`src/logic/spill_cell_flush.sv`:
```
// --------------------------------------------------
// Two-entry valid/ready buffer. ready_o depends only
// on local occupancy. Flush drops both entries.
// --------------------------------------------------

module spill_cell_flush #(
    parameter type DATA_T = logic
) (
    input  logic  clk_i,
    input  logic  rst_n_i,
    input  logic  flush_i,
    input  logic  valid_i,
    input  logic  ready_i,
    input  DATA_T data_i,
    output logic  valid_o,
    output logic  ready_o,
    output DATA_T data_o
);

    // Main register drives the output, spill catches a stalled beat
    logic  main_valid_q;
    logic  spill_valid_q;
    DATA_T main_data_q;
    DATA_T spill_data_q;

    logic  in_fire;
    logic  main_free;

    // Accept while the spill slot is empty
    assign ready_o   = ~spill_valid_q;
    assign valid_o   = main_valid_q;
    assign data_o    = main_data_q;

    assign in_fire   = valid_i & ready_o;
    // Main slot can take a new beat this cycle
    assign main_free = ~main_valid_q | ready_i;

    // Occupancy
    always_ff @(posedge clk_i or negedge rst_n_i) begin
        if (!rst_n_i) begin
            main_valid_q  <= 1'b0;
            spill_valid_q <= 1'b0;
        end else if (flush_i) begin
            main_valid_q  <= 1'b0;
            spill_valid_q <= 1'b0;
        end else if (main_free) begin
            // Spilled beat moves up first, input blocked meanwhile
            main_valid_q  <= spill_valid_q | in_fire;
            spill_valid_q <= 1'b0;
        end else if (in_fire) begin
            spill_valid_q <= 1'b1;
        end
    end

    // Payload
    always_ff @(posedge clk_i) begin
        if (main_free) begin
            main_data_q <= spill_valid_q ? spill_data_q : data_i;
        end else if (in_fire) begin
            spill_data_q <= data_i;
        end
    end

endmodule

```
`config.mk`:
```
export PLATFORM = sky130hd
export DESIGN_NAME = spill_cell_flush
export DESIGN_NICKNAME = d
export VERILOG_FILES = /design/src/logic/spill_cell_flush.sv
export SDC_FILE = /design/constraint.sdc
export NUM_CORES = 1
export LEC_CHECK = 0
export BUFFER_PORTS_ARGS = -buffer_cell sky130_fd_sc_hd__clkbuf_2
export CAP_MARGIN = 5
export CORE_AREA = 2 2 39 41
export CTS_BUF_LIST = sky130_fd_sc_hd__clkbuf_4
export CTS_CLUSTER_SIZE = 12
export DETAILED_ROUTE_END_ITERATION = 6
export DIE_AREA = 0 0 41 43
export GPL_TIMING_DRIVEN = 1
export HOLD_SLACK_MARGIN = 0.06
export PLACE_DENSITY = 0.3
export SLEW_MARGIN = 20
export SYNTH_ARGS = -nofsm -noshare
export SYNTH_HDL_FRONTEND = slang
export SYNTH_SLANG_ARGS = --single-unit
```
`constraint.sdc`:
```
create_clock -name clk_i -period 2.4 [get_ports clk_i]
set_clock_uncertainty 0.2 [all_clocks]
set_input_delay 0.36 -clock clk_i [delete_from_list [all_inputs] [get_ports clk_i]]
set_output_delay 0.36 -clock clk_i [all_outputs]
set_load 0.02 [all_outputs]
```
Yosys cells after proc, flatten, opt, wreduce, memory -nomap -nowiden --
Cells that the tools add are included.
Word-level totals: output and inout port bits 3, flip-flop bits (word level) 4, word-level logic and storage cells 19
Operators by class: reductions and logical operators 3, muxes and demuxes 6, bitwise gates (word level) 6
Operators by type and width (number):
- $mux 1 | 6
- $not 1->1 | 3
- $reduce_bool 3->1 | 1
- $or 1x1->1 | 2
- $reduce_and 2->1 | 1
- $reduce_bool 2->1 | 1
- $and 1x1->1 | 1

Longest topological paths before layout --
Gate-level depths: netlist of the first run.
word-level depth 5, gate-level depth with buffers 2

Worst setup path before layout of the first run --
Ideal clock, no wire load.
path kind reg-to-reg, from register main_valid_q, in the netlist valid_o, to register spill_data_q (enable), arrival time 0.729 ns, clock period less this slack 1.234 ns, library setup time 0.305 ns, slack 1.166 ns, required time 1.895 ns, stages on the path, launching flop included 3, cell sequence dfrtp_1 -> nand2b_4 -> nor3b_2
On the way: longest elaborated chain between the ends 4
RTL lines:
- start, declared | line 21 | logic main_valid_q;
- start signal, assigned | line 48 | main_valid_q <= spill_valid_q | in_fire;
- $not 1->1 | line 36 | assign main_free = ~main_valid_q | ready_i;
- $or 1x1->1 | line 36
- via main_free | line 27 | logic main_free;
- $not 1->1 (no line)
- $reduce_and 2->1 (no line)
- end signal, assigned | line 60 | spill_data_q <= data_i;
- end, declared | line 24 | DATA_T spill_data_q;
The timed path passes the listed nets, and every way through them passes these cells. A chain may end at the register's enable or synchronous reset.

Final worst setup path of the first run --
from register spill_valid_q, to output port ready_o
On the way: longest elaborated chain between the ends 1
RTL lines:
- start, declared | line 22 | logic spill_valid_q;
- start signal, assigned | line 42 | spill_valid_q <= 1'b0;
- start signal, assigned | line 45 | spill_valid_q <= 1'b0;
- start signal, assigned | line 49 | spill_valid_q <= 1'b0;
- $not 1->1 | line 30 | assign ready_o = ~spill_valid_q;
- end, declared | line 16 | output logic ready_o,
Every way passes these cells.

==> PnR_summary.wiki, run 1 <==
{| class="wikitable"
! Metric !! Value
|-
| Final slew viol count || 0
|-
| Initial DRT Pass Iterations || 2
|-
| Via count of the first global-routing pass || 142
|-
| RSZ-0062 raised after global routing || no
|-
| Critical path arrival || 0.87 ns
|-
| Final estimated routing congestion in global placement || 0.598
|-
| Via count of the routed design || between 100 and 150
|-
| P_int || between 150 and 200 uW
|-
| Die outline area || 0.00176 mm2
|-
| Initial DRC count || 3
|-
| Maximum fanout count along the critical path || 4
|-
| Buffers inserted by post-CTS timing repair || 0
|-
| Hold Path Class || in2reg
|-
| Seq cells post-synth || 4
|-
| Area used by sequential logic in the layout || 110 um2
|-
| Num ports || 9
|-
| CTS sink cnt || 4
|-
| Clock group share of total power || 51.6%
|-
| Relative slew margins || 89.0%
|-
| CTS buffer count || 3
|-
| Minimum setup slack among reg-to-reg paths || between 1 and 1.5 ns
|-
| Worst Setup End Kind || output pin
|-
| Clock slew seen by the registers of the worst setup and hold paths || 0.03 ns
|-
| TritonCTS clock tree || done
|-
| Total of buffers placed on input and output ports || 8
|-
| Worst Hold Launch || flush_i
|-
| FP Rows || 14
|-
| CTS Hold Buffers Added || 1
|-
| Floorplan Core Area || 0.00138 mm2
|-
| Time the worst path needs with I/O delays and setup || 1.43 ns
|-
| Distinct cell type count of the synthesized netlist || 9
|-
| Static leakage power || 0.124 nW
|-
| Number of antenna violations at the first check in global routing || 0
|-
| Area of the mapped netlist || 169 um2
|-
| Sequential fraction of the synthesis area || between 60% and 70%
|-
| Kind of launch point of the worst setup path || flop
|-
| Synthesized net count || 17
|-
| Starting utilization of the core area || 12.2%
|-
| Number of failing setup endpoints in the final timing report || 0
|-
| Mapped Avg Cell Area || about 15 um2
|-
| Most used flip-flop cell after synthesis || edfxtp_1
|-
| Setup TNS || 0 ns
|-
| Leading post-synthesis cells by instance count || 2 x dfrtp_1, 2 x edfxtp_1
|-
| Average vias per placed instance || 3.20
|-
| Wire per inst || 7.98 um
|-
| Floorplan die height || about 43 um
|-
| FFs w/ async S/R, synth || 50.0%
|-
| Wire length of the first global-routing pass || 545 um
|-
| Library cell with the largest summed area after synthesis || edfxtp_1
|-
| Share of layout cells above drive strength 1 || between 60% and 70%
|-
| Max-capacitance violation count || 0
|-
| Number of synthesized flops with an enable pin || 2
|-
| Area of the multi-input gates || 55.1 um2
|-
| Area after DPL || 229 um2
|-
| Antenna diode count || 0
|-
| Largest net degree at the start of global routing || 5
|-
| Share of the clock period used by the worst path after layout || 59.8%
|-
| Clock root buffer || clkbuf_4
|-
| Maximum clock frequency || 697 MHz
|-
| CTS H-Tree Depth || 1
|-
| Overall die width || about 41 um
|-
| Drc violations || 0
|-
| Skew-Pair Late Insertion Delay || 0.23 ns
|-
| Nets@finish || 31
|-
| Launch point of the worst path || spill_valid_q
|-
| Total Wirelength || 319 um
|-
| Power density over the cells || 746 mW/mm2
|-
| Startpoint of the worst register-to-register path || spill_valid_q
|-
| Largest cells by area after synthesis || edfxtp_1 36%, dfrtp_1 30%, mux2_4 8.9%
|-
| Fillers || 150
|-
| Switching power || 41.1 uW
|-
| Post-DP HPWL || 240 um
|-
| ANT nets after route || 0
|-
| Synth warnings || 0
|-
| Area growth from synthesis to layout || 59.3%
|-
| Total global-route track usage || 5.66%
|-
| Sequential share of power || 38.9%
|-
| Measured slew at the worst slew-check pin || between 0.15 and 0.2 ns
|-
| Fin. Hold Viols || 0
|-
| Gate Count Post-Synth || 11
|-
| Worst vdd ir || 0.233 mV
|-
| Total grt overflow || 0
|-
| Data required, critical path || 1.84 ns
|-
| Non-Filler Cell Area, Final || 269 um2
|-
| Sw Share || 20.5%
|-
| CTS-repair resized insts || 0
|-
| Worst setup path category || reg2out
|-
| Status || complete, no violations
|-
| Part of the total power dissipated in combinational logic || roughly a tenth
|-
| Area share of the largest cell type after synthesis || 35.6%
|-
| Max Buffers Root-to-Sink || 2
|}
sequential cells by signal, summed over array words and instances (netlist names):
name           count
spill_valid_q      1
data_o             1
valid_o            1
spill_data_q       1
worst max-delay path, stage by stage, from the launching register on:
cell and delay, ns:
dfrtp_1 0.41, inv_1 0.07, clkbuf_2 0.16
power groups by stage:
stage	sequential, mW	clock (mW)	combinational (mW)
after global routing	0.0784	0.118	0.0209
final	0.0780	0.104	0.0192
after detailed placement	0.0790	0	0.0182
after CTS	0.0781	0.110	0.0194
after global placement	0.0789	0	0.0177
after floorplan	0.0822	0	0.00650
placed cells by master, fill, tap and decap left out:
| cell | n |
|---|---|
| clkbuf_2 | 8 |
| clkbuf_4 | 4 |
| edfxtp_1 | 2 |
| dfrtp_1 | 2 |
| nand2b_4 | 1 |
| nor3b_2 | 1 |
| inv_1 | 1 |
| mux2_4 | 1 |
| nor2_1 | 1 |
| nor3_1 | 1 |
| a21oi_1 | 1 |
| dlygate4sd3_1 | 1 |
layer usage:
layer	GRT usage (%)	wire, um	share of wire (%)	vias to the layer above
li1	-	-	-	65
met1	6.56	143	45	51
met2	4.69	96	30	12
met3	9.42	78	24	0
met4	2.00	0	0	0
met5	0	0	0	-
metrics by stage:
step	hold slack, ns	setup WS (ns)	total power, mW	cells	utilization (%)
final	0.0948	0.966	0.201	40	19.4
after global routing	0.0853	0.896	0.217	40	19.4
after CTS	0.0874	0.947	0.207	40	19.4
after detailed placement	-0.0490	1.11	0.0972	35	16.5
after global placement	-0.0537	1.14	0.0966	35	16.5
after floorplan	-0.136	1.17	0.0887	11	-
cell families (layout without fill, tap and decap cells):
| family | count (synthesis) | after routing | share of synthesized area [%] |
|---|---|---|---|
| multiplexers | 1 | 1 | 8.89 |
| AO/OA/AOI/OAI | 1 | 1 | 2.96 |
| flip-flops | 4 | 4 | 65.2 |
| AND/OR/NAND/NOR | 4 | 4 | 20.7 |
| buffers and inverters | 1 | 14 | 2.22 |
area by class of cell:
class	instances	area share [%]
Inverter	1	1.40
Clock buffer	4	11.2
Tap cell	16	7.44
Multi-Input combinational cell	6	20.5
Sequential cell	4	40.9
Timing Repair Buffer	9	18.6
final timing paths:
kind / endpoint / depth (start not counted)
setup / recovery: ready_o / 2
hold reg to reg: data_o / 1
max in group asynchronous: valid_o / 2
hold / removal: valid_o / 2
min in group asynchronous: spill_valid_q / 2
setup reg to reg: data_o / 1
Power figures use the tool's default switching activity.
==> run 2, diff against run 1 <==
==> constraint.sdc (replaced) <==
create_clock -name clk_i -period 1.4 [get_ports clk_i]
set_clock_uncertainty 0.2 [all_clocks]
set_input_delay 0.21 -clock clk_i [delete_from_list [all_inputs] [get_ports clk_i]]
set_output_delay 0.21 -clock clk_i [all_outputs]
set_load 0.02 [all_outputs]
==> PnR_summary.wiki, run 2 (same netlist as run 1, synthesis figures left out) <==
{| class="wikitable"
! Metric !! Value
|-
| Status || complete, no violations (unchanged)
|-
| Average vias per placed instance || 3.26 (was 3.20)
|-
| Share of layout cells above drive strength 1 || 57.7% (was 62.5%)
|-
| Hold Path Class || in2reg (unchanged)
|-
| CTS buffer count || 3 (unchanged)
|-
| Worst Setup End Kind || flop (was output pin)
|-
| Time the worst path needs with I/O delays and setup || around 1.3 ns
|-
| Initial DRT Pass Iterations || 2 (unchanged)
|-
| Final instance count without filler cells || 42 (was 40)
|-
| Critical path arrival || 1.11 ns (was 0.87 ns)
|-
| Most used cells in the layout excluding fill and tap cells || 8 x clkbuf_2, 4 x clkbuf_4, 3 x dlygate4sd3_1 (was 8 x clkbuf_2, 4 x clkbuf_4, 2 x edfxtp_1, 2 x dfrtp_1)
|-
| Data required, critical path || 1.18 ns (was 1.84 ns)
|-
| Worst setup path category || in2reg (was reg2out)
|-
| Max-capacitance violation count || 0 (unchanged)
|-
| Number of antenna violations at the first check in global routing || 0 (unchanged)
|-
| Via count of the routed design || 137 (was 128)
|-
| CTS H-Tree Depth || 1 (unchanged)
|-
| Setup TNS || 0 ns (unchanged)
|-
| Hold Path Stages || 3 (was 2)
|-
| Share of the core filled with cells in the final layout || 20.9% (was 19.4%)
|-
| Clock slew seen by the registers of the worst setup and hold paths || 0.04 ns (was 0.03 ns)
|-
| Initial DRC count || 1 (was 3)
|-
| Number of failing setup endpoints in the final timing report || 0 (unchanged)
|-
| Drc violations || 0 (unchanged)
|-
| Maximum fanout count along the critical path || 2 (was 4)
|-
| Buffers inserted by post-CTS timing repair || 0 (unchanged)
|-
| RSZ-0062 raised after global routing || no (unchanged)
|-
| Wire per inst || 7.67 um (was 7.98 um)
|-
| Fillers || 156 (was 150)
|-
| Nets@finish || 33 (was 31)
|-
| Measured slew at the worst slew-check pin || 0.156 ns (was 0.165 ns)
|-
| Max Buffers Root-to-Sink || 2 (unchanged)
|-
| Total grt overflow || 0 (unchanged)
|-
| TritonCTS clock tree || done (unchanged)
|-
| Floorplan die height || 43 um (unchanged)
|-
| Largest net degree at the start of global routing || 5 (unchanged)
|-
| Total power || 346 uW (was 201 uW)
|-
| ANT nets after route || 0 (unchanged)
|-
| Fin. Hold Viols || 0 (unchanged)
|-
| Final slew viol count || 0 (unchanged)
|-
| Skew-Pair Late Insertion Delay || 0.23 ns (about the same)
|-
| Area after DPL || 229 um2 (unchanged)
|-
| Most common cell after layout, fill and taps aside || clkbuf_2 (unchanged)
|-
| Antenna diode count || 0 (unchanged)
|-
| Total placed cells including tap cells || 35 (unchanged)
|-
| Share of the clock period used by the worst path after layout || 94.8%
|-
| Overall die width || 41 um (unchanged)
|-
| Die outline area || 0.00176 mm2 (unchanged)
|-
| Total Wirelength || 322 um (was 319 um)
|-
| Num ports || 9 (unchanged)
|-
| Clock root buffer || clkbuf_4 (unchanged)
|-
| Path depth of the worst reg2reg path || 1 (unchanged)
|-
| FP Rows || 14 (unchanged)
|-
| Static leakage power || 0.132 nW (was 0.124 nW)
|-
| Final estimated routing congestion in global placement || 0.601 (was 0.598)
|-
| Total of buffers placed on input and output ports || 8 (unchanged)
|-
| Floorplan Core Area || 0.00138 mm2 (unchanged)
|-
| Power density over the cells || 1200 mW/mm2 (was 746 mW/mm2)
|-
| Starting utilization of the core area || 12.2% (unchanged)
|-
| CTS sink cnt || 4 (unchanged)
|-
| Relative slew margins || 89.6% (was 89.0%)
|-
| Area growth from synthesis to layout || 71.1% (was 59.3%)
|-
| Wire length of the first global-routing pass || 503 um (was 545 um)
|-
| Maximum clock frequency || about 750 MHz
|-
| Via count of the first global-routing pass || 138 (was 142)
|-
| Total global-route track usage || 5.35% (was 5.66%)
|-
| Non-Filler Cell Area, Final || 289 um2 (was 269 um2)
|-
| Kind of launch point of the worst setup path || input pin (was flop)
|-
| Worst vdd ir || 0.274 mV (was 0.233 mV)
|}
-- run 2: cell count changes in the layout (fill, tap and decap cells not counted), sizes merged --
cell         before  now
dlygate4sd3       1    3
-- run 2: worst max-delay path, stage by stage --
cell and delay [ns]:
dlygate4sd3_1 0.53, clkbuf_2 0.11, mux2_4 0.26
-- run 2: area by class of cell --
class	instances	area [um2]	share of cell area [%]
well taps	16	20.0	6.93
multi-input cells	6	55.1	19.0
flip-flops and latches	4	110	38.1
clock buffers	4	30.0	10.4
inverters	1	3.75	1.30
repair buffers	11	70.1	24.2
-- run 2: power by group --
| group | switching, mW | internal, mW | leakage [nW] |
|---|---|---|---|
| combinational | 0.0166 | 0.0205 | 0.0677 |
| sequential | 0.00360 | 0.130 | 0.0460 |
| clock | 0.0485 | 0.126 | 0.0184 |
| total | 0.0687 | 0.277 | 0.132 |
-- run 2: what timing repair did --
action                    4_1_cts  5_1_grt
resized for setup               0        0
hold buffers                    3        0
hold endpoints to repair        5        0
-- run 2: final timing paths --
path	from	endpoint	slack, ns
setup / recovery	data_i	data_o	0.07
hold / removal	ready_i	spill_valid_q	0.08
setup reg to reg	spill_valid_q	data_o	0.24
hold reg to reg	spill_data_q	data_o	0.36
max in group asynchronous	rst_n_i	spill_valid_q	0.81
min in group asynchronous	rst_n_i	valid_o	0.10
-- run 2: layer usage --
| layer | part of all wire, % | vias up | global-route usage [%] |
|---|---|---|---|
| li1 | - | 68 | - |
| met1 | 44 | 60 | 4.58 |
| met2 | 40 | 9 | 5.31 |
| met3 | 16 | 0 | 5.24 |
| met4 | 0 | 0 | 8.00 |
| met5 | 0 | - | 0 |
-- run 2: stage by stage --
stage	setup WS (ns)	hold slack, ns
floorplan	0.166	-0.286
global placement	0.246	-0.202
detailed placement	0.235	-0.201
CTS	0.0787	0.0664
global route	0.0650	0.0788
finish	0.0728	0.0761
==> run 3, diff against run 2 <==
--- a/config.mk
+++ b/config.mk
@@ -7,6 +7,8 @@
 export LEC_CHECK = 0
 export BUFFER_PORTS_ARGS = -buffer_cell sky130_fd_sc_hd__clkbuf_2
 export CAP_MARGIN = 5
+export CELL_PAD_IN_SITES_DETAIL_PLACEMENT = 1
+export CELL_PAD_IN_SITES_GLOBAL_PLACEMENT = 1
 export CORE_AREA = 2 2 39 41
 export CTS_BUF_LIST = sky130_fd_sc_hd__clkbuf_4
 export CTS_CLUSTER_SIZE = 12
@@ -14,7 +16,7 @@
 export DIE_AREA = 0 0 41 43
 export GPL_TIMING_DRIVEN = 1
 export HOLD_SLACK_MARGIN = 0.06
-export PLACE_DENSITY = 0.3
+export PLACE_DENSITY = 0.34
 export SLEW_MARGIN = 20
 export SYNTH_ARGS = -nofsm -noshare
 export SYNTH_HDL_FRONTEND = slang
==> PnR_summary.wiki, run 3 (same netlist as run 1, synthesis figures left out) <==
{| class="wikitable"
! Metric !! Value
|-
| Final estimated routing congestion in global placement || 0.552 (was 0.601)
|-
| Maximum clock frequency || 758 MHz (was 753 MHz)
|-
| Initial DRC count || 1 (unchanged)
|-
| Antenna diode count || 0 (unchanged)
|-
| Floorplan die height || 43 um (unchanged)
|-
| CTS buffer count || 3 (unchanged)
|-
| Total grt overflow || 0 (unchanged)
|-
| Total power || 347 uW (was 346 uW)
|-
| Final slew viol count || 0 (unchanged)
|-
| Clock root buffer || clkbuf_4 (unchanged)
|-
| Total Wirelength || 346 um (was 322 um)
|-
| Static leakage power || 0.132 nW (unchanged)
|-
| Total placed cells including tap cells || 35 (unchanged)
|-
| Relative slew margins || 88.6% (was 89.6%)
|-
| Status || complete, no violations (unchanged)
|-
| Via count of the routed design || 135 (was 137)
|-
| Starting utilization of the core area || 12.2% (unchanged)
|-
| Share of the clock period used by the worst path after layout || 94.2% (was 94.8%)
|-
| Critical path arrival || 1.11 ns (about the same)
|-
| Maximum fanout count along the critical path || 2 (unchanged)
|-
| Kind of launch point of the worst setup path || input pin (unchanged)
|-
| Average vias per placed instance || 3.21 (was 3.26)
|-
| ANT nets after route || 0 (unchanged)
|-
| Overall die width || 41 um (unchanged)
|-
| Wire length of the first global-routing pass || 503 um (unchanged)
|-
| Fin. Hold Viols || 0 (unchanged)
|-
| Initial DRT Pass Iterations || 4 (was 2)
|-
| Setup TNS || 0 ns (unchanged)
|-
| Max Buffers Root-to-Sink || 2 (unchanged)
|-
| Data required, critical path || 1.19 ns (was 1.18 ns)
|-
| Measured slew at the worst slew-check pin || 0.171 ns (was 0.156 ns)
|-
| CTS-repair resized insts || 0 (unchanged)
|-
| RSZ-0062 raised after global routing || no (unchanged)
|-
| Fillers || 157 (was 156)
|-
| Share of layout cells above drive strength 1 || 57.7% (unchanged)
|-
| Nets@finish || 33 (unchanged)
|-
| Die outline area || 0.00176 mm2 (unchanged)
|-
| Total of buffers placed on input and output ports || 8 (unchanged)
|-
| Skew-Pair Late Insertion Delay || 0.23 ns (about the same)
|-
| Hold Path Class || in2reg (unchanged)
|-
| Total global-route track usage || 5.05% (was 5.35%)
|-
| Worst vdd ir || 0.400 mV (was 0.274 mV)
|-
| TritonCTS clock tree || done (unchanged)
|-
| Drc violations || 0 (unchanged)
|-
| Worst setup path category || in2reg (unchanged)
|-
| Max-capacitance violation count || 0 (unchanged)
|-
| CTS sink cnt || 4 (unchanged)
|-
| WHS || 0.0792 ns (was 0.0761 ns)
|-
| FP Rows || 14 (unchanged)
|-
| Area growth from synthesis to layout || 71.1% (unchanged)
|-
| Floorplan Core Area || 0.00138 mm2 (unchanged)
|-
| Via count of the first global-routing pass || 130 (was 138)
|-
| Most used cells in the layout excluding fill and tap cells || 8 x clkbuf_2, 4 x clkbuf_4, 3 x dlygate4sd3_1 (unchanged)
|-
| CTS H-Tree Depth || 1 (unchanged)
|-
| Minimum setup slack among reg-to-reg paths || 0.23 ns (was 0.24 ns)
|-
| Clock slew seen by the registers of the worst setup and hold paths || 0.04 ns (about the same)
|-
| Number of failing setup endpoints in the final timing report || 0 (unchanged)
|-
| Wire per inst || 8.24 um (was 7.67 um)
|-
| Most common cell after layout, fill and taps aside || clkbuf_2 (unchanged)
|-
| Worst Setup End Kind || flop (unchanged)
|-
| Num ports || 9 (unchanged)
|-
| Number of antenna violations at the first check in global routing || 0 (unchanged)
|-
| Time the worst path needs with I/O delays and setup || 1.32 ns (was 1.33 ns)
|-
| Largest net degree at the start of global routing || 5 (unchanged)
|-
| Final instance count without filler cells || 42 (unchanged)
|-
| Power density over the cells || 1200 mW/mm2 (about the same)
|}
run 3: cell counts in the layout (fill, tap and decap cells not counted):
No cell type changed its count.
run 3: where the power goes:
| group | internal [mW] | switching (mW) | total (mW) |
|---|---|---|---|
| combinational | 0.0205 | 0.0167 | 0.0372 |
| sequential | 0.130 | 0.00349 | 0.134 |
| clock | 0.126 | 0.0498 | 0.176 |
| total | 0.277 | 0.0700 | 0.347 |
run 3: metrics by stage:
stage	utilization, %	cell area [um2]	worst slack [ns]
final	20.9	289	0.0810
after floorplan	-	169	0.166
after global placement	16.5	229	0.241
after detailed placement	16.5	229	0.220
after CTS	20.9	289	0.0842
after global routing	20.9	289	0.0609
run 3: metal layers:
metal	wire (um)	track usage, %	part of all wire (%)
met5	0	0	0
met4	0	2.00	0
met3	65	8.38	19
met2	117	5.00	34
met1	163	4.90	47
run 3: path summary, 6_finish.rpt:
| path | start | to | cells past startpoint |
|---|---|---|---|
| max | data_i | data_o | 3 |
| max reg2reg | spill_valid_q | data_o | 1 |
| min reg2reg | spill_data_q | data_o | 1 |
| max in group asynchronous | rst_n_i | spill_valid_q | 2 |
| min | ready_i | spill_valid_q | 3 |
| min in group asynchronous | rst_n_i | valid_o | 2 |
run 3: final cells by class:
| class | instances | area (um2) | area share, % |
|---|---|---|---|
| sequential | 4 | 110 | 38.1 |
| timing repair buffer | 11 | 70.1 | 24.2 |
| multi-input combinational | 6 | 55.1 | 19.0 |
| clock buffer | 4 | 30.0 | 10.4 |
| tap | 16 | 20.0 | 6.93 |
| inverter | 1 | 3.75 | 1.30 |
run 3: what timing repair did:
action                                 in CTS  in global routing
hold buffers                                3                  0
setup buffers                               0                  0
endpoints found under the hold margin       5                  0
run 3: worst max-delay path: stages:
cell and delay (ns):
dlygate4sd3_1 0.53, clkbuf_2 0.11, mux2_4 0.26
