[src/logic/mult_pkg.sv]
// --------------------------------------------------
// Shared sizes, operation codes and payload structs
// for the multiply execution unit. QUEUE_DEPTH must
// be a power of two.
// --------------------------------------------------

package mult_pkg;

    // --------------------------------------------------
    // Sizes
    // --------------------------------------------------

    // Operand and result width
    localparam int unsigned XLEN = 64;

    // Width of the tag chosen by the issuer
    localparam int unsigned TAG_LEN = 4;

    // Issue queue entries, also the issuer credit count
    localparam int unsigned QUEUE_DEPTH = 4;

    // Register levels in the multiply pipeline
    localparam int unsigned PIPE_DEPTH = 3;

    // Result credits held by the consumer after reset
    localparam int unsigned OUT_CREDITS = 4;

    // Queue index width, pointers carry one extra wrap bit
    localparam int unsigned QUEUE_PTR_W = $clog2(QUEUE_DEPTH);

    // Result credit counter must hold 0..OUT_CREDITS
    localparam int unsigned CREDIT_W = $clog2(OUT_CREDITS + 1);

    // --------------------------------------------------
    // Operation codes
    // --------------------------------------------------

    // Codes 5 to 7 are illegal and raise an exception
    typedef enum logic [2:0] {
        MULT_MUL    = 3'd0,
        MULT_MULW   = 3'd1,
        MULT_MULH   = 3'd2,
        MULT_MULHU  = 3'd3,
        MULT_MULHSU = 3'd4
    } mult_op_e;

    // --------------------------------------------------
    // Payloads
    // --------------------------------------------------

    // External request, also stored as a queue entry
    typedef struct packed {
        mult_op_e             op;
        logic [XLEN-1:0]      rs1;
        logic [XLEN-1:0]      rs2;
        // Echoed back with the result
        logic [TAG_LEN-1:0]   tag;
    } mult_req_t;

    // Pipeline payload and external result
    typedef struct packed {
        logic [XLEN-1:0]      result;
        logic [TAG_LEN-1:0]   tag;
        // Set for illegal operation codes, result is zero
        logic                 except_raised;
    } mult_res_t;

endpackage

[src/logic/mult_issue_queue.sv]
// --------------------------------------------------
// Credit-fed request FIFO. The issuer must not send
// more than QUEUE_DEPTH requests without a credit.
// Issue needs a free result credit.
// --------------------------------------------------

module mult_issue_queue
    import mult_pkg::*;
(
    input  logic      clk_i,
    input  logic      rst_n_i,
    input  logic      flush_i,
    // Issuer side
    input  logic      req_valid_i,
    input  mult_req_t req_i,
    output logic      req_credit_o,
    // Consumer credit return
    input  logic      res_credit_i,
    // Towards the issue spill cell
    input  logic      issue_ready_i,
    output logic      issue_valid_o,
    output mult_req_t issue_o
);

    // --------------------------------------------------
    // Storage and pointers
    // --------------------------------------------------

    mult_req_t queue_q [QUEUE_DEPTH];

    // MSB is the wrap bit used to tell full from empty
    logic [QUEUE_PTR_W:0] wr_ptr_q;
    logic [QUEUE_PTR_W:0] rd_ptr_q;

    // Free result slots downstream
    logic [CREDIT_W-1:0]  res_credits_q;

    logic empty;
    logic full;
    logic push;
    logic issue_fire;

    assign empty = (wr_ptr_q == rd_ptr_q);
    assign full  = (wr_ptr_q[QUEUE_PTR_W] != rd_ptr_q[QUEUE_PTR_W]) &&
                   (wr_ptr_q[QUEUE_PTR_W-1:0] == rd_ptr_q[QUEUE_PTR_W-1:0]);

    // Full never happens with a well-behaved issuer
    assign push = req_valid_i & ~full & ~flush_i;

    // --------------------------------------------------
    // Issue
    // --------------------------------------------------

    // Head entry goes out only with a reserved result slot
    assign issue_valid_o = ~empty & (res_credits_q != '0) & ~flush_i;
    assign issue_o       = queue_q[rd_ptr_q[QUEUE_PTR_W-1:0]];
    assign issue_fire    = issue_valid_o & issue_ready_i;

    // One issuer credit back per entry that leaves
    assign req_credit_o  = issue_fire;

    // Pointers
    always_ff @(posedge clk_i or negedge rst_n_i) begin
        if (!rst_n_i) begin
            wr_ptr_q <= '0;
            rd_ptr_q <= '0;
        end else if (flush_i) begin
            wr_ptr_q <= '0;
            rd_ptr_q <= '0;
        end else begin
            if (push) begin
                wr_ptr_q <= wr_ptr_q + 1'b1;
            end
            if (issue_fire) begin
                rd_ptr_q <= rd_ptr_q + 1'b1;
            end
        end
    end

    // Entry write
    always_ff @(posedge clk_i) begin
        if (push) begin
            queue_q[wr_ptr_q[QUEUE_PTR_W-1:0]] <= req_i;
        end
    end

    // --------------------------------------------------
    // Result credit counter
    // --------------------------------------------------

    // Consumer returns and issues may coincide
    always_ff @(posedge clk_i or negedge rst_n_i) begin
        if (!rst_n_i) begin
            res_credits_q <= CREDIT_W'(OUT_CREDITS);
        end else if (flush_i) begin
            res_credits_q <= CREDIT_W'(OUT_CREDITS);
        end else begin
            res_credits_q <= res_credits_q + CREDIT_W'(res_credit_i)
                             - CREDIT_W'(issue_fire);
        end
    end

endmodule

[config.mk]
export PLATFORM = sky130hd
export DESIGN_NAME = mult_issue_queue
export DESIGN_NICKNAME = d
export VERILOG_FILES = /design/src/logic/mult_pkg.sv /design/src/logic/mult_issue_queue.sv
export SDC_FILE = /design/constraint.sdc
export NUM_CORES = 1
export LEC_CHECK = 0
export BUFFER_PORTS_ARGS = -buffer_cell sky130_fd_sc_hd__buf_2
export CAP_MARGIN = 5
export CORE_MARGIN = 3
export CORE_UTILIZATION = 55
export CTS_CLUSTER_DIAMETER = 30
export DETAILED_ROUTE_END_ITERATION = 16
export GPL_ROUTABILITY_DRIVEN = 1
export PLACE_DENSITY = 0.77
export SLEW_MARGIN = 15
export SYNTH_ARGS = -nofsm -noshare
export SYNTH_HDL_FRONTEND = slang
export SYNTH_SLANG_ARGS = --single-unit
[constraint.sdc]
create_clock -name clk_i -period 5.55 [get_ports clk_i]
set_input_delay 0.8325 -clock clk_i [delete_from_list [all_inputs] [get_ports clk_i]]
set_output_delay 0.8325 -clock clk_i [all_outputs]
set_load 0.005 [all_outputs]
# Yosys cells after proc, flatten, opt, wreduce, memory -nomap -nowiden
# Memories as Yosys holds them, arrays and structs flattened.
# Cells that the tools add are included.
[op_classes]
n_addsub = 4
n_eq_ne = 3
muxes = 7
bitwise = 8
reduce_logical = 4
[ops]
columns = ["op", "n"]
rows = [
  ["$mux 3", 5],
  ["$add 3x1->3 const B", 2],
  ["$and 1x1->1", 5],
  ["$reduce_bool 2->1", 2],
  ["$add 3x1->3", 1],
  ["$eq 3x3->1", 1],
  ["$not 1->1", 3],
  ["$reduce_bool 3->1", 1],
  ["$sub 3x1->3", 1],
  ["$eq 2x2->1", 1],
  ["$mux 1", 2],
  ["$logic_and 1x1->1", 1],
  ["$ne 1x1->1", 1],
]
[word_totals]
reg_bits = 9
ram_bits = 540
in_bits = 141
output_inout_bits = 137
elab_cells = 30
n_memories = 1
[mem_list]
columns = ["memory", "depth", "width", "rd", "rd_ports_with_merged_regs", "write_ports", "line_no", "text"]
rows = [
  ["queue_q", 4, 135, 1, 0, 1, "mult_issue_queue.sv:29", "mult_req_t queue_q [QUEUE_DEPTH];"],
]

# Longest topological paths before layout
# Gate-level depths: netlist of the first run.
[depth]
ltp_word = 7
depth_mapped = 12
mapped_depth_nobuf = 10

# Worst setup path after synthesis of the first run
# Ideal clock, no wire load.
[synth_timing]
kind = "input -> register"
start = "in flush_i"
end = "mem queue_q[1][0] in the netlist's numbering (enable)"
setup_time_ns = 0.510
t_arrival_ns = 4.402
t_required_ns = 5.040
slack_ns = 0.638
stages = 3
n_path_buf = 1
path_cell_list = "clkbuf_1 > a311oi_1 > and2_1"
[synth_via]
elab_chain_cells = 4
[synth_rtl]
columns = ["element", "line_no", "text"]
rows = [
  ["start: declaration", "mult_issue_queue.sv:12", "input logic flush_i,"],
  ["$not 1->1", "mult_issue_queue.sv:48", "assign push = req_valid_i & ~full & ~flush_i;"],
  ["$and 1x1->1", "mult_issue_queue.sv:48", ""],
  ["$mux 1", "mult_issue_queue.sv:82", "if (push) begin"],
  ["$mux 1 (not written as such)", "mult_issue_queue.sv:83", "queue_q[wr_ptr_q[QUEUE_PTR_W-1:0]] <= req_i;"],
  ["end: declaration", "mult_issue_queue.sv:29", ""],
]
# Every way passes these cells.

==> impl_results.md, run 1 <==
* Status: completed
* Global-route wire length before repair at roughly 62 mm
* Max-cap violations at 0
* Final hold viol count at 0
* Seq cells post-synth at approximately 550
* Remaining antenna violation count at 0
* Synth Flop Type: edfxtp_1
* WP data arrival at 3.24 ns
* Register cell area after layout at roughly 0.016 sq mm
* CTS Hold Bufs at 0
* TNS Setup at 0 ns
* Worst-case vdd ir drop at just over 400 uV
* Worst setup path end: issue_o[63]
* Hpwl dp at roughly 22 mm
* Ys async rst share at between 1.5 and 2%
* Slowest-stage cell, CP: dfrtp_4
* Critical path launch point type: register
* CP Class: reg -> out
* Max Slew Vio Count at 0
* Setup Fix Bufs, Post-CTS at 0
* Synth cell types at 39
* CP Buf/Inv Count at 2
* Fillers at approximately 2100
* Layout area overhead at 25.45%
* Drt via density at 5.676
* Starting density of the core at between 50 and 60%
* Share of the clock period used by the worst path at between 70 and 80%
* Top cell family by delay on the critical path: flip-flops
* Clk sink count at about 550
* Total number of vias at 9530
* Clk buf depth at 3
* # setup viols final at 0
* Overflow after GRT at 0
* RSZ-0062 raised after global routing: no
* Max-slew headroom at 28.58%
* Post-Syn Instances at ~800
* # nets final at around 1300
* Post-synth EDFFs at 540
* Leakage at 8.762 nW
* CP endpoint kind: output pin
* Vias in the first global route at between 10000 and 15000
* Most frequent cells in the layout: 540 x edfxtp_1, 277 x buf_2, 135 x mux4_2
* Cts repair resizes at 0
* CTS Buf Count at 97
* Yosys top cell by area: edfxtp_1
* Area share of the largest cell type after synthesis at 79.66%
* Core area at ~0.036 sq mm
* Layout cell share with drive strength beyond 1 at 49.75%
* IO buf count at approximately 280
* H-tree levels at 3
* Reg2reg end: queue_q[3][46]
* Min-Delay Path Class: in -> async
* I/O pin count at 278
* Reg-to-Reg Start: rd_ptr_q[0]
* PwrDens at about 470 mW/mm^2
* Clock Skew at between 0.02 and 0.025 ns
* Reg2Reg Setup Slack at ~2.1 ns
* CP required at ~4.7 ns
* Net count after synthesis at between 900 and 1000
* Post-Syn Area at roughly 0.02 sq mm
* DRC at 0
* CP Launch Point: rd_ptr_q[0]
* Fin crit period at 4.068 ns
* Largest net degree at the start of global routing at 99
* GRT Overall Usage at a little over a fifth
* Die Y at about 200 um
* Critical path peak fanout at a little under 100
* Levels on crit path at 3
* Clock latency on the worst-skew pair at between 0.6 and 0.7 ns
* Initial DRC count at 696
* Final Util at around 70%
* Die Area at between 0.03 and 0.04 sq mm
* DRT Wirelength at 40.78 mm
* R2R cell count at 4
* Max Clk Rate at between 200 and 250 MHz
* Transition time of the tightest slew-check pin at approximately 1.1 ns
* Drt pass-1 iters at 5
* Yosys warnings at 0
* Initial antenna violation count at 10
* WL per Instance at approximately 24 um
* Max stage delay on crit path at 0.99 ns
* Area occupied by multi-input gates at ~0.0035 sq mm
* Syn avg cell area at 26.16 sq um
* Clk root buf: clkbuf_16
* CTS tree: built
* Most common cell after layout, fill and taps aside: edfxtp_1
* Register area share after synthesis at 80.77%
* Synth top area cells: edfxtp_1 80%, mux4_2 15%, buf_12 1.1%
* Num rows at 69
* Crit-path cells: buf_12 -> mux4_2 -> buf_2
* Die W at slightly below 200 um
* Clock-pin slew on the worst setup and hold paths at 0.05 ns
* Gpl congestion at 0.7176
## report_power, final
part           switching, mW  internal [mW]
Combinational          0.534          0.599
Clock                   2.05           3.98
Sequential            0.0958           4.70
## layout make-up
class | count | share of cell area (%)
Antenna cell | 2 | 0.01960
Clock buffer | 105 | 9.706
Clock inverter | 77 | 3.626
Inverter | 6 | 0.08819
Multi-Input combinational cell | 190 | 13.86
Sequential cell | 549 | 64.41
Tap cell | 461 | 2.259
Timing Repair Buffer | 289 | 6.026
## metal layers
metal	track usage (%)	vias to the layer above	part of all wire, %
met3	7.825	71	9.1
li1	-	4107	-
met2	33.48	393	50
met1	28.04	4945	39
met4	7.759	14	2.1
met5	0	-	0.22
## synthesized netlist by cell type, drive strengths merged (2+ instances only)
cell	count
xnor2	4
buf	31
nor2b	2
clkbuf	2
mux2	2
inv	6
dfrtp	8
nor2	4
nand2b	5
and2	3
mux2i	2
nor3	6
edfxtp	540
mux4	135
ha	7
xor2	4
a31oi	2
## flip-flops by register name, summed over array words and instances (netlist names)
| signal | cells |
|---|---|
| queue_q | 540 |
| rd_ptr_q | 3 |
| res_credits_q | 3 |
| wr_ptr_q | 3 |
## worst min path at each step
stage	startpoint	endpoint	slack (ns)	cells after the start
floorplan	rst_n_i	rd_ptr_q[0]	0.54	0
global placement	rd_ptr_q[2]	rd_ptr_q[2]	0.61	2
detailed placement	rd_ptr_q[2]	rd_ptr_q[2]	0.64	2
CTS	rst_n_i	res_credits_q[1]	0.05	1
global route	rst_n_i	res_credits_q[1]	0.07	1
finish	rst_n_i	res_credits_q[0]	0.08	1
## through the flow
| step | cell area [sq um] | setup WS (ns) | power (mW) | hold WS (ns) | instances |
|---|---|---|---|---|---|
| floorplan | 20360 | 0.6378 | 5.641 | 0.5369 | 778 |
| detailed placement | 22130 | 2.018 | 6.020 | 0.6384 | 1495 |
| global placement | 22130 | 2.033 | 6.002 | 0.6129 | 1495 |
| global route | 25540 | 1.221 | 12.38 | 0.06875 | 1679 |
| finish | 25540 | 1.482 | 11.95 | 0.07721 | 1679 |
| CTS | 25530 | 1.361 | 12.08 | 0.05199 | 1677 |
## cell families after synthesis
logic type	synth area share (%)
AO/OA/AOI/OAI	0.4303
XOR/XNOR	0.4918
adder cells (fa/ha/maj)	0.5286
buffers and inverters	1.887
flip-flops	80.77
multiplexers	15.16
AND/OR/NAND/NOR	0.7253
Power figures use the tool's default switching activity.
==> run 2, diff against run 1 <==
--- a/config.mk
+++ b/config.mk
@@ -5,6 +5,7 @@
 export SDC_FILE = /design/constraint.sdc
 export NUM_CORES = 1
 export LEC_CHECK = 0
+export ABC_AREA = 1
 export BUFFER_PORTS_ARGS = -buffer_cell sky130_fd_sc_hd__buf_2
 export CAP_MARGIN = 5
 export CORE_MARGIN = 3
==> constraint.sdc (replaced) <==
create_clock -name clk_i -period 3.9 [get_ports clk_i]
set_input_delay 0.585 -clock clk_i [delete_from_list [all_inputs] [get_ports clk_i]]
set_output_delay 0.585 -clock clk_i [all_outputs]
set_load 0.005 [all_outputs]
==> run 2 against run 1 <==
Non-clock buffer count grew 11. First-iteration DRC count grew 25%. Clock skew shrank 0.00070 ns. Synthesized cell count grew 78%. Largest power group unchanged. Combinational power grew 81%. Largest cell class unchanged. Global-route usage grew 1.2 points. Die area grew 0.78%.
==> impl_results.md, run 2 <==
* Final hold slack at 0.1845 ns (+0.1073 ns)
* Net count after synthesis at 1537 (+66%)
* Remaining antenna violation count at 0 (unchanged)
* CP endpoint kind: output pin
* TNS Setup at 0 ns (unchanged)
* Critical path peak fanout at 136 (+39%)
* Leakage at 9.190 nW (+4.9%)
* Layout cell share with drive strength beyond 1 at 26.70% (-23 points)
* Min-Delay Path Class: in -> reg
* GRT Overall Usage at 22.54% (+1.2 points)
* Synth top area cells: edfxtp_1 79%, o21ai_0 6.6%, nor2_1 5.1%
* Met2 GRT Util at 38.66% (+5.2 points)
* Register area share after synthesis at 80.13% (-0.65 points)
* GR Util met3 at 5.682% (-2.1 points)
* Clk buf depth at 3 (unchanged)
* Synth cell types at 23 (-41%)
* CP required at 3.31 ns (-1.41 ns)
* Synth Flop Type: edfxtp_1
* Vias in the first global route at 12747 (+24%)
* Ys async rst share at 1.639% (unchanged)
* Drt pass-1 iters at 5 (unchanged)
* Reg-to-Reg Start: rd_ptr_q[0]
* Largest net degree at the start of global routing at 144 (+45%)
* PwrDens at 656.3 mW/mm^2 (+40%)
* Post-Syn Area at 0.02052 sq mm (+0.81%)
* Initial DRC count at 867 (+25%)
* Area share of the largest cell type after synthesis at 79.02% (-0.64 points)
* Post-synth EDFFs at 540 (unchanged)
* Placed Instances at 2066 (+38%)
* # nets final at 1844 (+44%)
* Most frequent cell after synthesis: edfxtp_1
* GR peak layer: met2
* Fillers at 2328 (+12%)
* Total number of vias at 12848 (+35%)
* Critical path launch point type: register
* CP Class: reg -> out
* Transition time of the tightest slew-check pin at 0.7995 ns (-0.2718 ns)
* Final hold viol count at 0 (unchanged)
* Global-route wire length before repair at 68.68 mm (+10%)
* Worst-case vdd ir drop at 531.6 uV (+29%)
* CTS Buf Count at 94 (-3.1%)
* Max-slew headroom at 46.57% (+18 points)
* Clock latency on the worst-skew pair at 0.60 ns (about the same)
* Seq cells post-synth at 549 (unchanged)
* Num rows at 70 (+1.4%)
* Leading cell types by count after synthesis: 540 x edfxtp_1, 277 x nor2_1, 270 x o21ai_0, 135 x o22ai_1, 59 x clkbuf_1
* Clk sink count at 549 (unchanged)
* Drt via density at 5.715 (+0.69%)
* Status: completed
* Die W at 199.2 um (+0.39%)
* Most frequent cells in the layout: 540 x edfxtp_1, 277 x buf_2, 273 x nor2_1
* Cts repair resizes at 0 (unchanged)
* Max Clk Rate at roughly 310 MHz
* # setup viols final at 0 (unchanged)
* Fin crit period at between 3 and 4 ns
* Yosys top cell by area: edfxtp_1
* DRC at 0 (unchanged)
* Final Util at 70.04% (-0.89 points)
* Worst Min Path Start: flush_i
* I/O pin count at 278 (unchanged)
* Layout area overhead at 25.27%
* Share of the clock period used by the worst path at roughly 82%
* Clk root buf: clkbuf_16
* Overflow after GRT at 0 (unchanged)
* Tot Pwr at 16.87 mW (+41%)
* WL per Instance at 20.35 um (-16%)
* Initial antenna violation count at 8 (-2)
* DRT Wirelength at 45.74 mm (+12%)
* Max-cap violations at 0 (unchanged)
* Clock Skew at 0.02093 ns (-0.0007042 ns)
* Hpwl dp at 24.76 mm (+10%)
* Yosys warnings at 0 (unchanged)
* Clock-pin slew on the worst setup and hold paths at 0.05 ns (about the same)
* Max Slew Vio Count at 0 (unchanged)
* CTS tree: built
* Gpl congestion at 0.7478 (+4.2%)
* WP data arrival at 2.63 ns (-0.61 ns)
* Die Y at 199.2 um (+0.39%)
* Die Area at 0.03966 sq mm (+0.78%)
* IO buf count at 277 (unchanged)
* Layout Cells excl Fill at 2248 (+34%)
* Most common cell after layout, fill and taps aside: edfxtp_1
* H-tree levels at 3 (unchanged)
* RSZ-0062 raised after global routing: no
* Core area at 0.03670 sq mm (+1.9%)
* CP Launch Point: rd_ptr_q[0]
* Largest register FFs at 540 (unchanged)
* Post-Syn Instances at 1388 (+78%)
* GR Util met1 at 27.83% (-0.21 points)
* Syn avg cell area at 14.78 sq um (-43%)
* Starting density of the core at 55.92% (-0.63 points)
-- run 2: cell types whose count changed after synthesis, moves of 5 or more --
| cell | delta |
|---|---|
| buf_6 | +7 |
| inv_1 | +10 |
| mux4_2 | -135 |
| nand3_1 | +6 |
| o22ai_1 | +135 |
| nor2_1 | +273 |
| buf_12 | -11 |
| nor3_1 | -6 |
| nand2b_1 | -5 |
| o21ai_0 | +270 |
| nand2_1 | +18 |
| clkbuf_1 | +57 |
-- run 2: report_power, final --
| group | total [mW] | internal [mW] | switching, mW |
|---|---|---|---|
| Sequential | 6.75 | 6.67 | 0.0789 |
| Clock | 8.08 | 5.28 | 2.80 |
| Combinational | 2.04 | 0.722 | 1.31 |
-- run 2: cells by family (layout without fill, tap and decap cells) --
kind of cell    after synthesis  after routing  synth area share [%]
compound gates              408            408                 10.77
buf+inv                     108            495                 2.512
flops                       549            549                 80.13
xor+xnor                      3              3                0.1281
other cells                   0              5                     0
fa+ha+maj                     8              8                0.5244
simple gates                312            312                 5.933
-- run 2: critical path: stages (launching register included) --
cell and delay (ns):
dfrtp_4 0.75, buf_12 0.43, o21ai_0 0.26, o22ai_1 0.26, buf_2 0.15
-- run 2: timing repair --
item                       in CTS  in global routing
buffers inserted                0                  0
hold endpoints to repair        8                  0
setup endpoints to repair       0                  0
hold buffers                    1                  0
-- run 2: path summary, 6_finish.rpt --
kind                                     to  slack [ns]  cells past startpoint
min in group asynchronous  res_credits_q[1]        0.37                      2
min                        res_credits_q[1]        0.18                      2
max reg2reg                res_credits_q[2]        1.20                     13
max in group asynchronous  res_credits_q[2]        3.28                      2
min reg2reg                     wr_ptr_q[0]        0.59                      1
max                             issue_o[56]        0.69                      4
-- run 2: final cells by class --
class,count,area (sq um),share of cell area [%]
clock inverter,72,737.0,2.867
multi-input combinational,731,3592,13.97
tap,468,585.6,2.278
antenna,5,12.51,0.04868
inverter,19,78.83,0.3067
clock buffer,104,2475,9.628
sequential,549,16450,63.99
timing repair buffer,300,1774,6.902
-- run 2: per-layer routing --
layer  vias to the layer above  routed length [um]
met5                         -                  39
met4                         8                1285
met3                        89                3459
met2                       532               23280
met1                      6326               17680
li1                       5893                   -
-- run 2: through the flow --
stage | setup WS [ns] | cell area, sq um
floorplan | -1.115 | 20530
global placement | 1.271 | 22470
detailed placement | 1.225 | 22470
CTS | 0.7168 | 25690
global route | 0.5329 | 25700
finish | 0.6855 | 25700
==> run 3, diff against run 2 <==
==> constraint.sdc (replaced) <==
create_clock -name clk_i -period 3.1 [get_ports clk_i]
set_input_delay 0.465 -clock clk_i [delete_from_list [all_inputs] [get_ports clk_i]]
set_output_delay 0.465 -clock clk_i [all_outputs]
set_load 0.005 [all_outputs]
==> run 3 against run 2 <==
Global-route usage is 0.21 points higher. Sequential cell count stayed put. Count of clock-buffer cells in the layout is 6 higher. Worst setup slack worse by 0.49 ns. Clock power is 39% higher. Non-clock buffer count is 2 higher. Total power is 32% higher. First-iteration DRC count is 22% higher. Sequential share of layout area is 0.79 points lower. Critical path type unchanged. Largest cell class unchanged. Cell count is 0.44% higher. Via count is 0.47% higher.
==> impl_results.md, run 3 (synthesis results as in run 2) <==
* Largest net degree at the start of global routing at 149 (+3.5%)
* Reg2reg end: res_credits_q[2]
* Post-Place Setup Slack at 0.5843 ns (-0.6405 ns)
* Cts repair resizes at 0 (unchanged)
* Hold Crit Depth at 1 (-1)
* Transition time of the tightest slew-check pin at 0.8336 ns (+0.03412 ns)
* Min-Delay Path Class: in -> reg
* Initial antenna violation count at 5 (-3)
* Overflow after GRT at 0 (unchanged)
* IO buf count at 277 (unchanged)
* Share of the clock period used by the worst path at between 90% and 100%
* Max Clk Rate at 344.8 MHz
* Final worst setup slack at 0.1999 ns (-0.4856 ns)
* Num rows at 70 (unchanged)
* Placed Instances at 2068 (+0.097%)
* Levels on crit path at 4 (unchanged)
* Clock Skew at 0.01880 ns (-0.002121 ns)
* Max-slew headroom at 44.42% (-2.1 points)
* Worst Min Path Start: req_i[85]
* CTS Buf Count at 98 (+4.3%)
* Top cell family by delay on the critical path: buffers and inverters
* DRT Wirelength at 46.26 mm (+1.1%)
* Clk sink count at 549 (unchanged)
* Fin crit period at ~2.9 ns
* Leakage at 9.350 nW (+1.7%)
* PwrDens at 853.7 mW/mm^2 (+30%)
* Worst-case vdd ir drop at 700.8 uV (+32%)
* CTS tree: built
* Layout Cells excl Fill at 2258 (+0.44%)
* Reg-to-Reg Start: res_credits_q[2]
* Vias in the first global route at 12904 (+1.2%)
* Clk root buf: clkbuf_16
* DRC at 0 (unchanged)
* # setup viols final at 0 (unchanged)
* Die Y at 199.2 um (unchanged)
* Remaining antenna violation count at 0 (unchanged)
* Die W at 199.2 um (unchanged)
* WL per Instance at 20.49 um (+0.68%)
* Crit-path cells: buf_4 -> o21ai_0 -> o22ai_1 -> buf_2
* Layout cell share with drive strength beyond 1 at 27.07% (+0.37 points)
* Most common cell after layout, fill and taps aside: edfxtp_1
* Core area at 0.03670 sq mm (unchanged)
* Final hold viol count at 0 (unchanged)
* Most frequent cells in the layout: 540 x edfxtp_1, 277 x buf_2, 273 x nor2_1
* GRT Overall Usage at 22.74% (+0.21 points)
* CP Class: reg -> out
* # nets final at 1850 (+0.33%)
* Hold Path Sink: queue_q[0][85]
* Max stage delay on crit path at 0.59 ns (-0.16 ns)
* Die Area at 0.03966 sq mm (unchanged)
* Clock latency on the worst-skew pair at 0.61 ns (about the same)
* Drt via density at 5.717 (about the same)
* Initial DRC count at 1062 (+22%)
* Tot Pwr at 22.22 mW (+32%)
* H-tree levels at 3 (unchanged)
* Largest register FFs at 540 (unchanged)
* Reg2Reg Setup Slack at 0.61 ns (-0.59 ns)
* CP required at 2.63 ns (-0.68 ns)
* Total number of vias at 12908 (+0.47%)
* Gpl congestion at 0.7707 (+3.1%)
* Drt pass-1 iters at 5 (unchanged)
* Clock-pin slew on the worst setup and hold paths at 0.05 ns (about the same)
* WP data arrival at 2.44 ns (-0.19 ns)
* Clk buf depth at 3 (unchanged)
* R2R cell count at 11 (-2)
* CP Buf/Inv Count at 2 (unchanged)
* Starting density of the core at 55.92% (unchanged)
* Status: completed
* Hpwl dp at 24.26 mm (-2.0%)
* Slowest-stage cell, CP: buf_4
* Global-route wire length before repair at 69.59 mm (+1.3%)
* I/O pin count at 278 (unchanged)
* Max-cap violations at 0 (unchanged)
* Critical path launch point type: register
* Max Slew Vio Count at 0 (unchanged)
* Final Util at 70.92% (+0.87 points)
* Layout area overhead at 26.83%
* RSZ-0062 raised after global routing: no
* Critical path peak fanout at 64 (-53%)
* CP endpoint kind: output pin
run 3: timing repair:
action	CTS	global route
endpoints found under the hold margin	9	0
setup buffers	0	0
hold buffers	1	0
run 3: worst max-delay path by stage:
stage                            from                to
final                     rd_ptr_q[1]        issue_o[8]
after global routing      rd_ptr_q[1]        issue_o[8]
after CTS                 rd_ptr_q[1]        issue_o[8]
after detailed placement      flush_i  res_credits_q[2]
after global placement        flush_i  res_credits_q[2]
after floorplan           rd_ptr_q[0]     queue_q[0][0]
run 3: layout make-up:
cell class / instances / area, sq um
inverters: 19 / 77.57
clock inverters: 73 / 975.9
fillers: 2302 / 10670
flip-flops and latches: 549 / 16450
clock buffers: 110 / 2540
well taps: 468 / 585.6
repair buffers: 302 / 1777
diodes: 6 / 15.01
multi-input cells: 731 / 3605
run 3: where the power goes:
part / leakage [nW] / switching (mW) / internal [mW]
sequential: 5.02 / 0.0618 / 8.40
clock: 1.68 / 3.57 / 7.58
combinational: 2.65 / 1.69 / 0.911
run 3: metrics by stage:
| step | instance area, sq um | TNS (ns) | hold slack (ns) |
|---|---|---|---|
| 2_1_floorplan | 20570 | -199.12 | 0.1694 |
| 3_3_place_gp | 22480 | 0 | 0.3367 |
| 3_5_place_dp | 22480 | 0 | 0.3344 |
| 4_1_cts | 26010 | 0 | 0.03819 |
| 5_1_grt | 26020 | 0 | 0.05216 |
| 6_report | 26030 | 0 | 0.06847 |
run 3: layer usage:
layer | global-route usage (%) | part of all wire (%) | vias up
met5 | 0 | 0.058 | -
met4 | 8.980 | 2.6 | 4
met3 | 5.446 | 6.3 | 92
met2 | 38.45 | 51 | 428
met1 | 28.73 | 40 | 6471
li1 | - | - | 5913
